--- src/logic/sifhPkg.sv ---
package sifhPkg;

    localparam int tsWidth       = 12;  // TDC timestamp bits
    localparam int binWidth      = 6;   // histogram address bits
    localparam int binCount      = 64;
    localparam int countWidth    = 8;   // saturating bin counter
    localparam int eventsPerPass = 256;
    localparam int passCntWidth  = 9;   // must hold eventsPerPass

    typedef struct packed {
        logic               valid;
        logic [tsWidth-1:0] ts;
    } tdcEvent_t;

    typedef struct packed {
        logic                  en;
        logic [binWidth-1:0]   addr;
        logic [countWidth-1:0] data;
    } sramWr_t;

    typedef struct packed {
        logic                en;
        logic [binWidth-1:0] addr;
    } sramRd_t;

    typedef struct packed {
        logic [binWidth-1:0]   bin;
        logic [countWidth-1:0] count;
    } peakResult_t;

    typedef struct packed {
        logic [tsWidth-1:0]    ts;     // coarse bin in upper half, fine bin in lower half
        logic [countWidth-1:0] count;  // fine peak count
    } measResult_t;

    // measurement sequence, one entry per phase
    typedef enum logic [2:0] {
        CLEAR1,
        BUILD1,
        FIND1,
        FILTER,
        CLEAR2,
        BUILD2,
        FIND2,
        REPORT
    } sifhPhase_t;

endpackage

--- src/logic/histSram.sv ---
`timescale 1ns/1ps

module histSram (
    input  logic                            clk,
    input  sifhPkg::sramWr_t                wr,
    input  sifhPkg::sramRd_t                rd,
    output logic [sifhPkg::countWidth-1:0]  rdData
);
    import sifhPkg::*;

    logic [countWidth-1:0] mem [binCount];

    // write port
    always_ff @(posedge clk) begin
        if (wr.en) begin
            mem[wr.addr] <= wr.data;
        end
    end

    // read port, old data on a same-address write
    always_ff @(posedge clk) begin
        if (rd.en) begin
            rdData <= mem[rd.addr];
        end
    end

endmodule

--- src/logic/histAccumulator.sv ---
`timescale 1ns/1ps

module histAccumulator (
    input  logic                            clk,
    input  logic                            res,
    input  sifhPkg::tdcEvent_t              binEvent,
    output sifhPkg::sramRd_t                rdReq,
    input  logic [sifhPkg::countWidth-1:0]  rdData,
    output sifhPkg::sramWr_t                wrReq
);
    import sifhPkg::*;

    logic [binWidth-1:0]   inAddr;

    logic                  s2Valid;
    logic                  s2Hit2;     // same bin as the event one ahead
    logic                  s2Hit3;     // same bin as the event two ahead
    logic [binWidth-1:0]   s2Addr;
    logic [countWidth-1:0] s2Fwd;

    logic                  s3Valid;
    logic [binWidth-1:0]   s3Addr;
    logic [countWidth-1:0] s3Data;

    logic [countWidth-1:0] baseCount;
    logic [countWidth-1:0] nextCount;

    assign inAddr = binEvent.ts[binWidth-1:0];

    // stage 1 issues the read straight from the incoming event
    assign rdReq.en   = binEvent.valid;
    assign rdReq.addr = inAddr;

    // stage 3 is the write
    assign wrReq.en   = s3Valid;
    assign wrReq.addr = s3Addr;
    assign wrReq.data = s3Data;

    // The memory read misses both writes still pending at read time, so the
    // freshest value is taken from the pipeline instead. The event one ahead
    // is newest and wins over the one two ahead.
    always_comb begin
        if (s2Hit2) begin
            baseCount = s3Data;
        end else if (s2Hit3) begin
            baseCount = s2Fwd;
        end else begin
            baseCount = rdData;
        end
    end

    assign nextCount = (baseCount == {countWidth{1'b1}}) ? baseCount  // saturate
                                                          : baseCount + 1'b1;

    always_ff @(posedge clk or negedge res) begin
        if (!res) begin
            s2Valid <= 1'b0;
            s2Hit2  <= 1'b0;
            s2Hit3  <= 1'b0;
            s3Valid <= 1'b0;
        end else begin
            s2Valid <= binEvent.valid;
            s2Hit2  <= binEvent.valid && s2Valid && (s2Addr == inAddr);
            s2Hit3  <= binEvent.valid && s3Valid && (s3Addr == inAddr);
            s3Valid <= s2Valid;
        end
    end

    always_ff @(posedge clk) begin
        s2Addr <= inAddr;
        s2Fwd  <= s3Data;  // value being written now
        s3Addr <= s2Addr;
        s3Data <= nextCount;
    end

endmodule

--- src/logic/peakSearch.sv ---
`timescale 1ns/1ps

module peakSearch (
    input  logic                            clk,
    input  logic                            res,
    input  logic                            searchStart,
    output sifhPkg::sramRd_t                rdReq,
    input  logic [sifhPkg::countWidth-1:0]  rdData,
    output sifhPkg::peakResult_t            peak,
    output logic                            searchDone
);
    import sifhPkg::*;

    logic                  active;
    logic [binWidth-1:0]   addrCnt;
    logic                  lastAddr;
    logic                  cmpValid;   // rdData holds bin cmpBin
    logic                  cmpLast;
    logic [binWidth-1:0]   cmpBin;
    logic [binWidth-1:0]   bestBin;
    logic [countWidth-1:0] bestCount;

    assign lastAddr = (addrCnt == binWidth'(binCount - 1));

    assign rdReq.en   = active;
    assign rdReq.addr = addrCnt;

    assign peak.bin   = bestBin;
    assign peak.count = bestCount;

    always_ff @(posedge clk or negedge res) begin
        if (!res) begin
            active     <= 1'b0;
            addrCnt    <= '0;
            cmpValid   <= 1'b0;
            cmpLast    <= 1'b0;
            searchDone <= 1'b0;
        end else begin
            cmpValid   <= active;
            cmpLast    <= active && lastAddr;
            searchDone <= cmpLast;  // best is final one cycle after last data
            if (searchStart) begin
                active  <= 1'b1;
                addrCnt <= '0;
            end else if (active) begin
                addrCnt <= addrCnt + 1'b1;
                if (lastAddr) begin
                    active <= 1'b0;
                end
            end
        end
    end

    // strictly greater only, so a tie keeps the lower bin
    always_ff @(posedge clk) begin
        cmpBin <= addrCnt;
        if (searchStart) begin
            bestBin   <= '0;
            bestCount <= '0;
        end else if (cmpValid && (rdData > bestCount)) begin
            bestBin   <= cmpBin;
            bestCount <= rdData;
        end
    end

endmodule

--- src/logic/sifhController.sv ---
`timescale 1ns/1ps

module sifhController (
    input  logic                  clk,
    input  logic                  res,
    input  sifhPkg::tdcEvent_t    tdcIn,
    output logic                  tdcEnable,
    output sifhPkg::tdcEvent_t    binEvent,
    output sifhPkg::sramWr_t      clearWr,
    output sifhPkg::sifhPhase_t   phase,
    output logic                  searchStart,
    input  sifhPkg::peakResult_t  peak,
    input  logic                  searchDone,
    output sifhPkg::measResult_t  result,
    output logic                  resultValid
);
    import sifhPkg::*;

    logic [binWidth-1:0]     clrAddr;
    logic [passCntWidth-1:0] evCnt;      // accepted events, binned or not
    logic [1:0]              drainCnt;
    logic [tsWidth-1:0]      thLow;      // TH-
    logic [tsWidth-1:0]      thHigh;     // TH+
    logic [tsWidth-1:0]      windowBase;

    logic clearing;
    logic building;
    logic passFull;
    logic accepted;
    logic inWindow;
    logic drainDone;

    assign clearing  = (phase == CLEAR1) || (phase == CLEAR2);
    assign building  = (phase == BUILD1) || (phase == BUILD2);
    assign passFull  = (evCnt == passCntWidth'(eventsPerPass));
    assign tdcEnable = building && !passFull;
    assign accepted  = tdcIn.valid && tdcEnable;
    assign inWindow  = (tdcIn.ts >= thLow) && (tdcIn.ts <= thHigh);
    assign drainDone = passFull && (drainCnt == 2'd2);  // third idle cycle

    // coarse pass bins on the upper bits, fine pass on the lower bits
    always_comb begin
        binEvent.valid = accepted && ((phase == BUILD1) || inWindow);
        binEvent.ts    = '0;
        if (phase == BUILD1) begin
            binEvent.ts[binWidth-1:0] = tdcIn.ts[tsWidth-1 -: binWidth];
        end else begin
            binEvent.ts[binWidth-1:0] = tdcIn.ts[binWidth-1:0];
        end
    end

    assign clearWr.en   = clearing && res;  // idle while reset is held
    assign clearWr.addr = clrAddr;
    assign clearWr.data = '0;

    assign resultValid  = (phase == REPORT);
    assign result.ts    = {thLow[tsWidth-1 -: binWidth], peak.bin};
    assign result.count = peak.count;

    always_ff @(posedge clk or negedge res) begin
        if (!res) begin
            phase       <= CLEAR1;
            clrAddr     <= '0;
            evCnt       <= '0;
            drainCnt    <= '0;
            searchStart <= 1'b0;
        end else begin
            searchStart <= 1'b0;
            case (phase)
                CLEAR1, CLEAR2: begin
                    clrAddr <= clrAddr + 1'b1;  // wraps back to zero
                    if (clrAddr == binWidth'(binCount - 1)) begin
                        phase <= (phase == CLEAR1) ? BUILD1 : BUILD2;
                    end
                end
                BUILD1, BUILD2: begin
                    if (accepted) begin
                        evCnt <= evCnt + 1'b1;
                    end
                    if (passFull) begin
                        drainCnt <= drainCnt + 1'b1;  // let the accumulator empty
                    end
                    if (drainDone) begin
                        evCnt       <= '0;
                        drainCnt    <= '0;
                        searchStart <= 1'b1;
                        phase       <= (phase == BUILD1) ? FIND1 : FIND2;
                    end
                end
                FIND1: begin
                    if (searchDone) begin
                        phase <= FILTER;
                    end
                end
                FILTER: begin
                    phase <= CLEAR2;
                end
                FIND2: begin
                    if (searchDone) begin
                        phase <= REPORT;
                    end
                end
                REPORT: begin
                    phase <= CLEAR1;  // next measurement
                end
                default: begin
                    phase <= CLEAR1;
                end
            endcase
        end
    end

    assign windowBase = {peak.bin, {binWidth{1'b0}}};

    // window from the coarse peak
    always_ff @(posedge clk) begin
        if (phase == FILTER) begin
            thLow  <= windowBase;
            thHigh <= windowBase + tsWidth'(binCount - 1);
        end
    end

endmodule

--- src/logic/sifhTop.sv ---
`timescale 1ns/1ps

module sifhTop (
    input  logic                  clk,
    input  logic                  res,
    input  sifhPkg::tdcEvent_t    tdcIn,
    output logic                  tdcEnable,
    output sifhPkg::measResult_t  result,
    output logic                  resultValid
);
    import sifhPkg::*;

    tdcEvent_t             binEvent;
    sramWr_t               clearWr;
    sramWr_t               accWr;
    sramWr_t               memWr;
    sramRd_t               accRd;
    sramRd_t               searchRd;
    sramRd_t               memRd;
    sifhPhase_t            phase;
    logic                  searchStart;
    logic                  searchDone;
    peakResult_t           peak;
    logic [countWidth-1:0] rdData;

    // phases never overlap, so the phase alone picks the owner
    assign memWr = ((phase == CLEAR1) || (phase == CLEAR2)) ? clearWr : accWr;
    assign memRd = ((phase == FIND1) || (phase == FIND2)) ? searchRd : accRd;

    sifhController ctrl (
        .clk         (clk),
        .res         (res),
        .tdcIn       (tdcIn),
        .tdcEnable   (tdcEnable),
        .binEvent    (binEvent),
        .clearWr     (clearWr),
        .phase       (phase),
        .searchStart (searchStart),
        .peak        (peak),
        .searchDone  (searchDone),
        .result      (result),
        .resultValid (resultValid)
    );

    histAccumulator acc (
        .clk      (clk),
        .res      (res),
        .binEvent (binEvent),
        .rdReq    (accRd),
        .rdData   (rdData),
        .wrReq    (accWr)
    );

    peakSearch search (
        .clk         (clk),
        .res         (res),
        .searchStart (searchStart),
        .rdReq       (searchRd),
        .rdData      (rdData),
        .peak        (peak),
        .searchDone  (searchDone)
    );

    histSram sram (
        .clk    (clk),
        .wr     (memWr),
        .rd     (memRd),
        .rdData (rdData)
    );

endmodule

--- config.mk ---
export PLATFORM = sky130hd
export DESIGN_NAME = sifhTop
export DESIGN_NICKNAME = d
export VERILOG_FILES = /design/src/logic/sifhPkg.sv /design/src/logic/histSram.sv /design/src/logic/histAccumulator.sv /design/src/logic/peakSearch.sv /design/src/logic/sifhController.sv /design/src/logic/sifhTop.sv
export SDC_FILE = /design/constraint.sdc
export NUM_CORES = 1
export LEC_CHECK = 0
export ABC_AREA = 1
export ABC_CLOCK_PERIOD_IN_PS = 3100
export BUFFER_PORTS_ARGS = -buffer_cell sky130_fd_sc_hd__buf_4
export CAP_MARGIN = 20
export CORE_MARGIN = 4
export CORE_UTILIZATION = 35
export CTS_CLUSTER_SIZE = 10
export DETAILED_ROUTE_END_ITERATION = 8
export PLACE_DENSITY = 0.63
export SYNTH_ARGS = -nofsm -noshare
export SYNTH_HDL_FRONTEND = slang
export SYNTH_SLANG_ARGS = --single-unit
--- constraint.sdc ---
create_clock -name clk -period 3.1 [get_ports clk]
set_clock_uncertainty 0.1 [all_clocks]
set_input_delay 0.155 -clock clk [delete_from_list [all_inputs] [get_ports clk]]
set_output_delay 0.155 -clock clk [all_outputs]
set_load 0.01 [all_outputs]
==> flow_summary.toml <==
[worst_setup_path]
crit_required_ns = 3.35
timing.critical_path.slowest_stage_cell = "sky130_fd_sc_hd__dfrtp_1"
largest_driver_fanout_on_the_critical_path = 20
critical_path.cell_chain = "inv_1, ha_1, inv_2, or2_2, nand2_8, buf_16, buf_12, nand2_1, nand3_1, nand3_1, nand3_1, nand3_1, nand3_1, nand2_1"
critical_path_class = "reg2reg"
crit_path_end_kind = "flop"
crit_path_start_kind = "flop"
timing.critical_path.arrival_ns = 3.19
path_common_cell = "sky130_fd_sc_hd__nand3_1"
critical-path-max-stage-delay_ns = 0.41

[sta]
worst_slew_pin_slew_ns = 0.810
maxClockFrequency_mhz = 339
setup_viol_count_final = 0
min_period_ns = 2.95
setup_repair_after_global_routing_missed_its_margin = "no"
max_slew_margin_pct = 45.9
share_of_the_clock_period_used_by_the_worst_path_after_layout_pct = 95.0
finalHoldViolations = 0
final_max_tran_viols = 0
setup-tns-final_ns = 0

[final_layout]
syn_to_final_growth_pct = 17.6
layout-drive-gt1-share_pct = 10.6
multi_input_comb_area_um2 = 7110
fin_nets = 2927
insertedDiodeCount = 0
num-fill-cells = 7180
postLayoutCellArea_um2 = 32000
register_area_um2 = 17600

[die]
i_o_pin_count = 37
core_region_area_um2 = 76500
initial_utilization_pct = 35.6
chipHeight_um = 287
die_w_um = 287
fp.dieArea_um2 = 82200
core.rowCount = 101

[place]
dp.final_hpwl_mm = 42.5
port_buffers = 36
gp_congestion = 0.847
dpl_cell_area_um2 = 29700

[status]
outcome = "completed"

[synthesis]
syn-instance-count = 2733
muxShareOfSynthArea_pct = 0
yosysSeqAreaShare_pct = 64.8
yosysTopAreaCellShare_pct = 58.1
yosysWarningCount = 0
synthSimpleGateAreaFrac_pct = 21.8
yosys-top-cells-area = "sky130_fd_sc_hd__edfxtp_1 58%, sky130_fd_sc_hd__nand3_1 11%, sky130_fd_sc_hd__nand2_1 7.8%"
synth_area_in_compound_gates_pct = 1.92
ys_ff_latch = 609
net_count_synth = 2774
synth.cell_area_um2 = 27200
synth.lib_cells_used.distinct = 41
syn_area_per_cell_um2 = 9.95
synth.largest_area_cell = "sky130_fd_sc_hd__edfxtp_1"
synthAdderAreaFrac_pct = 1.20
synth-xor-area-share_pct = 0.580
synth_top_family_by_area = "simple AND/OR/NAND/NOR gates"

[route]
detail_route.vias_per_cell = 4.83
drtIter0Drc = 1926
ant_nets = 0
drt_pre_antenna_iters = 6
finalWirelength_mm = 69.8
routed-via-count = 19000
drt_drc_violations_left = 0
route.detailed.wl_per_inst_um = 17.7

[power]
power_per_cell_area_nw_per_um2 = 535
p_leak_nw = 13.7
vdd.ir_drop.worst_mv = 0.385

[clock_tree]
root_driver = "sky130_fd_sc_hd__clkbuf_16"
ctsLongestPathBuffers = 3
tritoncts = "yes"
clock_sink_total = 609
clk_transition_reported_paths_ns = 0.06
clock_h_tree_levels = 3
cts_buffers = 71
insertion_delay_of_the_later_clocked_pin_in_the_worst_skew_pair_ns = 0.60

[grt]
grt_pass1_vias = 18200
maximum_number_of_pins_on_one_net_before_global_route_repair = 81
global_route_wire_length_before_repair_mm = 108
antenna_found_initial = 0
grt.total_usage_pct = 16.9
overflow = 0

[min_path]
hold_path_class = "in2async"

[job]
cap_viol_max_count = 0
-- what timing repair did --
action | in CTS | in global routing
pin swaps | 0 | 2
setup buffers | 0 | 6
hold buffers | 14 | 0
resized for setup | 6 | 12
endpoints found under the hold margin | 44 | 0
endpoints found under the setup margin | 86 | 386
cloned | 0 | 2
-- cells in the mapped netlist, drive strengths merged --
master   instances
nand3b          33
nor2           101
a21boi           2
a21oi           31
o31ai            1
nand2          570
o22ai            1
ha              26
o21a             2
clkbuf          39
inv            541
o21bai           2
dfrtp           35
or2              9
o41ai            1
clkinv           1
o211ai           7
buf             84
edfxtp         526
nand4           13
nor3            18
xnor2            3
nor4             6
dfxtp           48
xor2            15
o2111ai          2
o21ai           39
a211oi           3
nand3          574
-- sequential cells by signal, summed over array words and instances (netlist names), 2 cells and up --
register and flops:
acc.s3Data 8, sram.mem 512, search.addrCnt 6, ctrl.clrAddr 6
acc.s2Fwd 8, ctrl.thHigh 6, ctrl.evCnt 9, ctrl.drainCnt 2
search.cmpBin 6, acc.s2Addr 6, sram.rdData 8, search.bestBin 6
acc.s3Addr 6, ctrl.phase 3, search.bestCount 8
-- metal layers --
| metal | track usage, % | wire length (um) | vias up | share of wire (%) |
|---|---|---|---|---|
| met2 | 26.8 | 31900 | 702 | 46 |
| met1 | 23.8 | 30400 | 8973 | 44 |
| met5 | 0 | 0 | - | 0 |
| met4 | 4.38 | 1620 | 0 | 2.3 |
| met3 | 3.33 | 5810 | 118 | 8.3 |
| li1 | - | - | 9249 | - |
-- cell type report --
type	count	share of cell area, %
Timing Repair Buffer	202	6.01
Clock inverter	3	0.102
Sequential cell	609	55.1
Inverter	542	6.38
Clock buffer	95	6.13
Tap cell	1030	4.03
Multi-Input combinational cell	1460	22.2
-- through the flow --
| stage | power [W] | instances | util, % | setup slack (ns) | hold slack (ns) |
|---|---|---|---|---|---|
| CTS | 0.0172 | 3933 | 41.7 | 0.0560 | 0.0332 |
| detailed placement | 0.00976 | 3821 | 38.9 | -0.0566 | 0.170 |
| global placement | 0.00975 | 3821 | 38.9 | -0.0317 | 0.177 |
| floorplan | 0.00946 | 2733 | - | -0.184 | -0.241 |
| finish | 0.0171 | 3941 | 41.8 | 0.154 | 0.0776 |
| global route | 0.0176 | 3941 | 41.8 | 0.0143 | 0.108 |
-- worst paths after layout --
kind / from / slack, ns / endpoint / depth (start not counted)
max: ctrl.phase[0] / 0.15 / sram.rdData[7] / 14
max reg2reg: ctrl.phase[0] / 0.15 / sram.rdData[7] / 14
min in group clk: tdcIn[2] / 0.09 / acc.s2Valid / 7
min reg2reg: acc.s3Data[6] / 0.25 / acc.s2Fwd[6] / 0
max in group asynchronous: res / 2.48 / search.searchDone / 3
min: res / 0.08 / ctrl.evCnt[4] / 3
-- cells by family after synthesis --
logic type,after synthesis
AND/OR/NAND/NOR,1324
buffers and inverters,665
flip-flops,609
AO/OA/AOI/OAI,91
adder cells (fa/ha/maj),26
XOR/XNOR,18
-- power by group --
| group | leakage, nW | switching [W] | internal [W] |
|---|---|---|---|
| Sequential | 6.03 | 0.00000636 | 0.00880 |
| Clock | 0.970 | 0.00310 | 0.00437 |
| Combinational | 6.74 | 0.000550 | 0.000275 |
-- critical path, delay by kind of cell, from the launching register on --
kind	cells	cell delay (ns)
fa+ha+maj	1	0.21
simple gates	9	1.40
buf+inv	4	0.56
flops	1	0.41
-- layout by cell type (no fill, tap or decap), types with 3 or more instances in the layout --
cell / count
sky130_fd_sc_hd__nand3b_1: 33
sky130_fd_sc_hd__dlygate4sd3_1: 14
sky130_fd_sc_hd__edfxtp_1: 526
sky130_fd_sc_hd__inv_2: 4
sky130_fd_sc_hd__a211oi_1: 3
sky130_fd_sc_hd__clkbuf_16: 76
sky130_fd_sc_hd__xor2_1: 15
sky130_fd_sc_hd__inv_1: 536
sky130_fd_sc_hd__o21ai_2: 3
sky130_fd_sc_hd__nand4_1: 13
sky130_fd_sc_hd__o21ai_1: 6
sky130_fd_sc_hd__nor4_1: 6
sky130_fd_sc_hd__or2_2: 9
sky130_fd_sc_hd__dfrtp_1: 35
sky130_fd_sc_hd__ha_1: 24
sky130_fd_sc_hd__nor3_1: 18
sky130_fd_sc_hd__nand2_1: 565
sky130_fd_sc_hd__o21ai_0: 29
sky130_fd_sc_hd__a21oi_1: 31
sky130_fd_sc_hd__nand3_1: 567
sky130_fd_sc_hd__clkbuf_1: 19
sky130_fd_sc_hd__o211ai_1: 7
sky130_fd_sc_hd__nand2_4: 3
sky130_fd_sc_hd__buf_12: 26
sky130_fd_sc_hd__nor2_1: 91
sky130_fd_sc_hd__xnor2_1: 3
sky130_fd_sc_hd__dfxtp_1: 48
sky130_fd_sc_hd__buf_4: 158
sky130_fd_sc_hd__nand3_2: 5
sky130_fd_sc_hd__nor2_4: 9
Power figures use the tool's default switching activity.
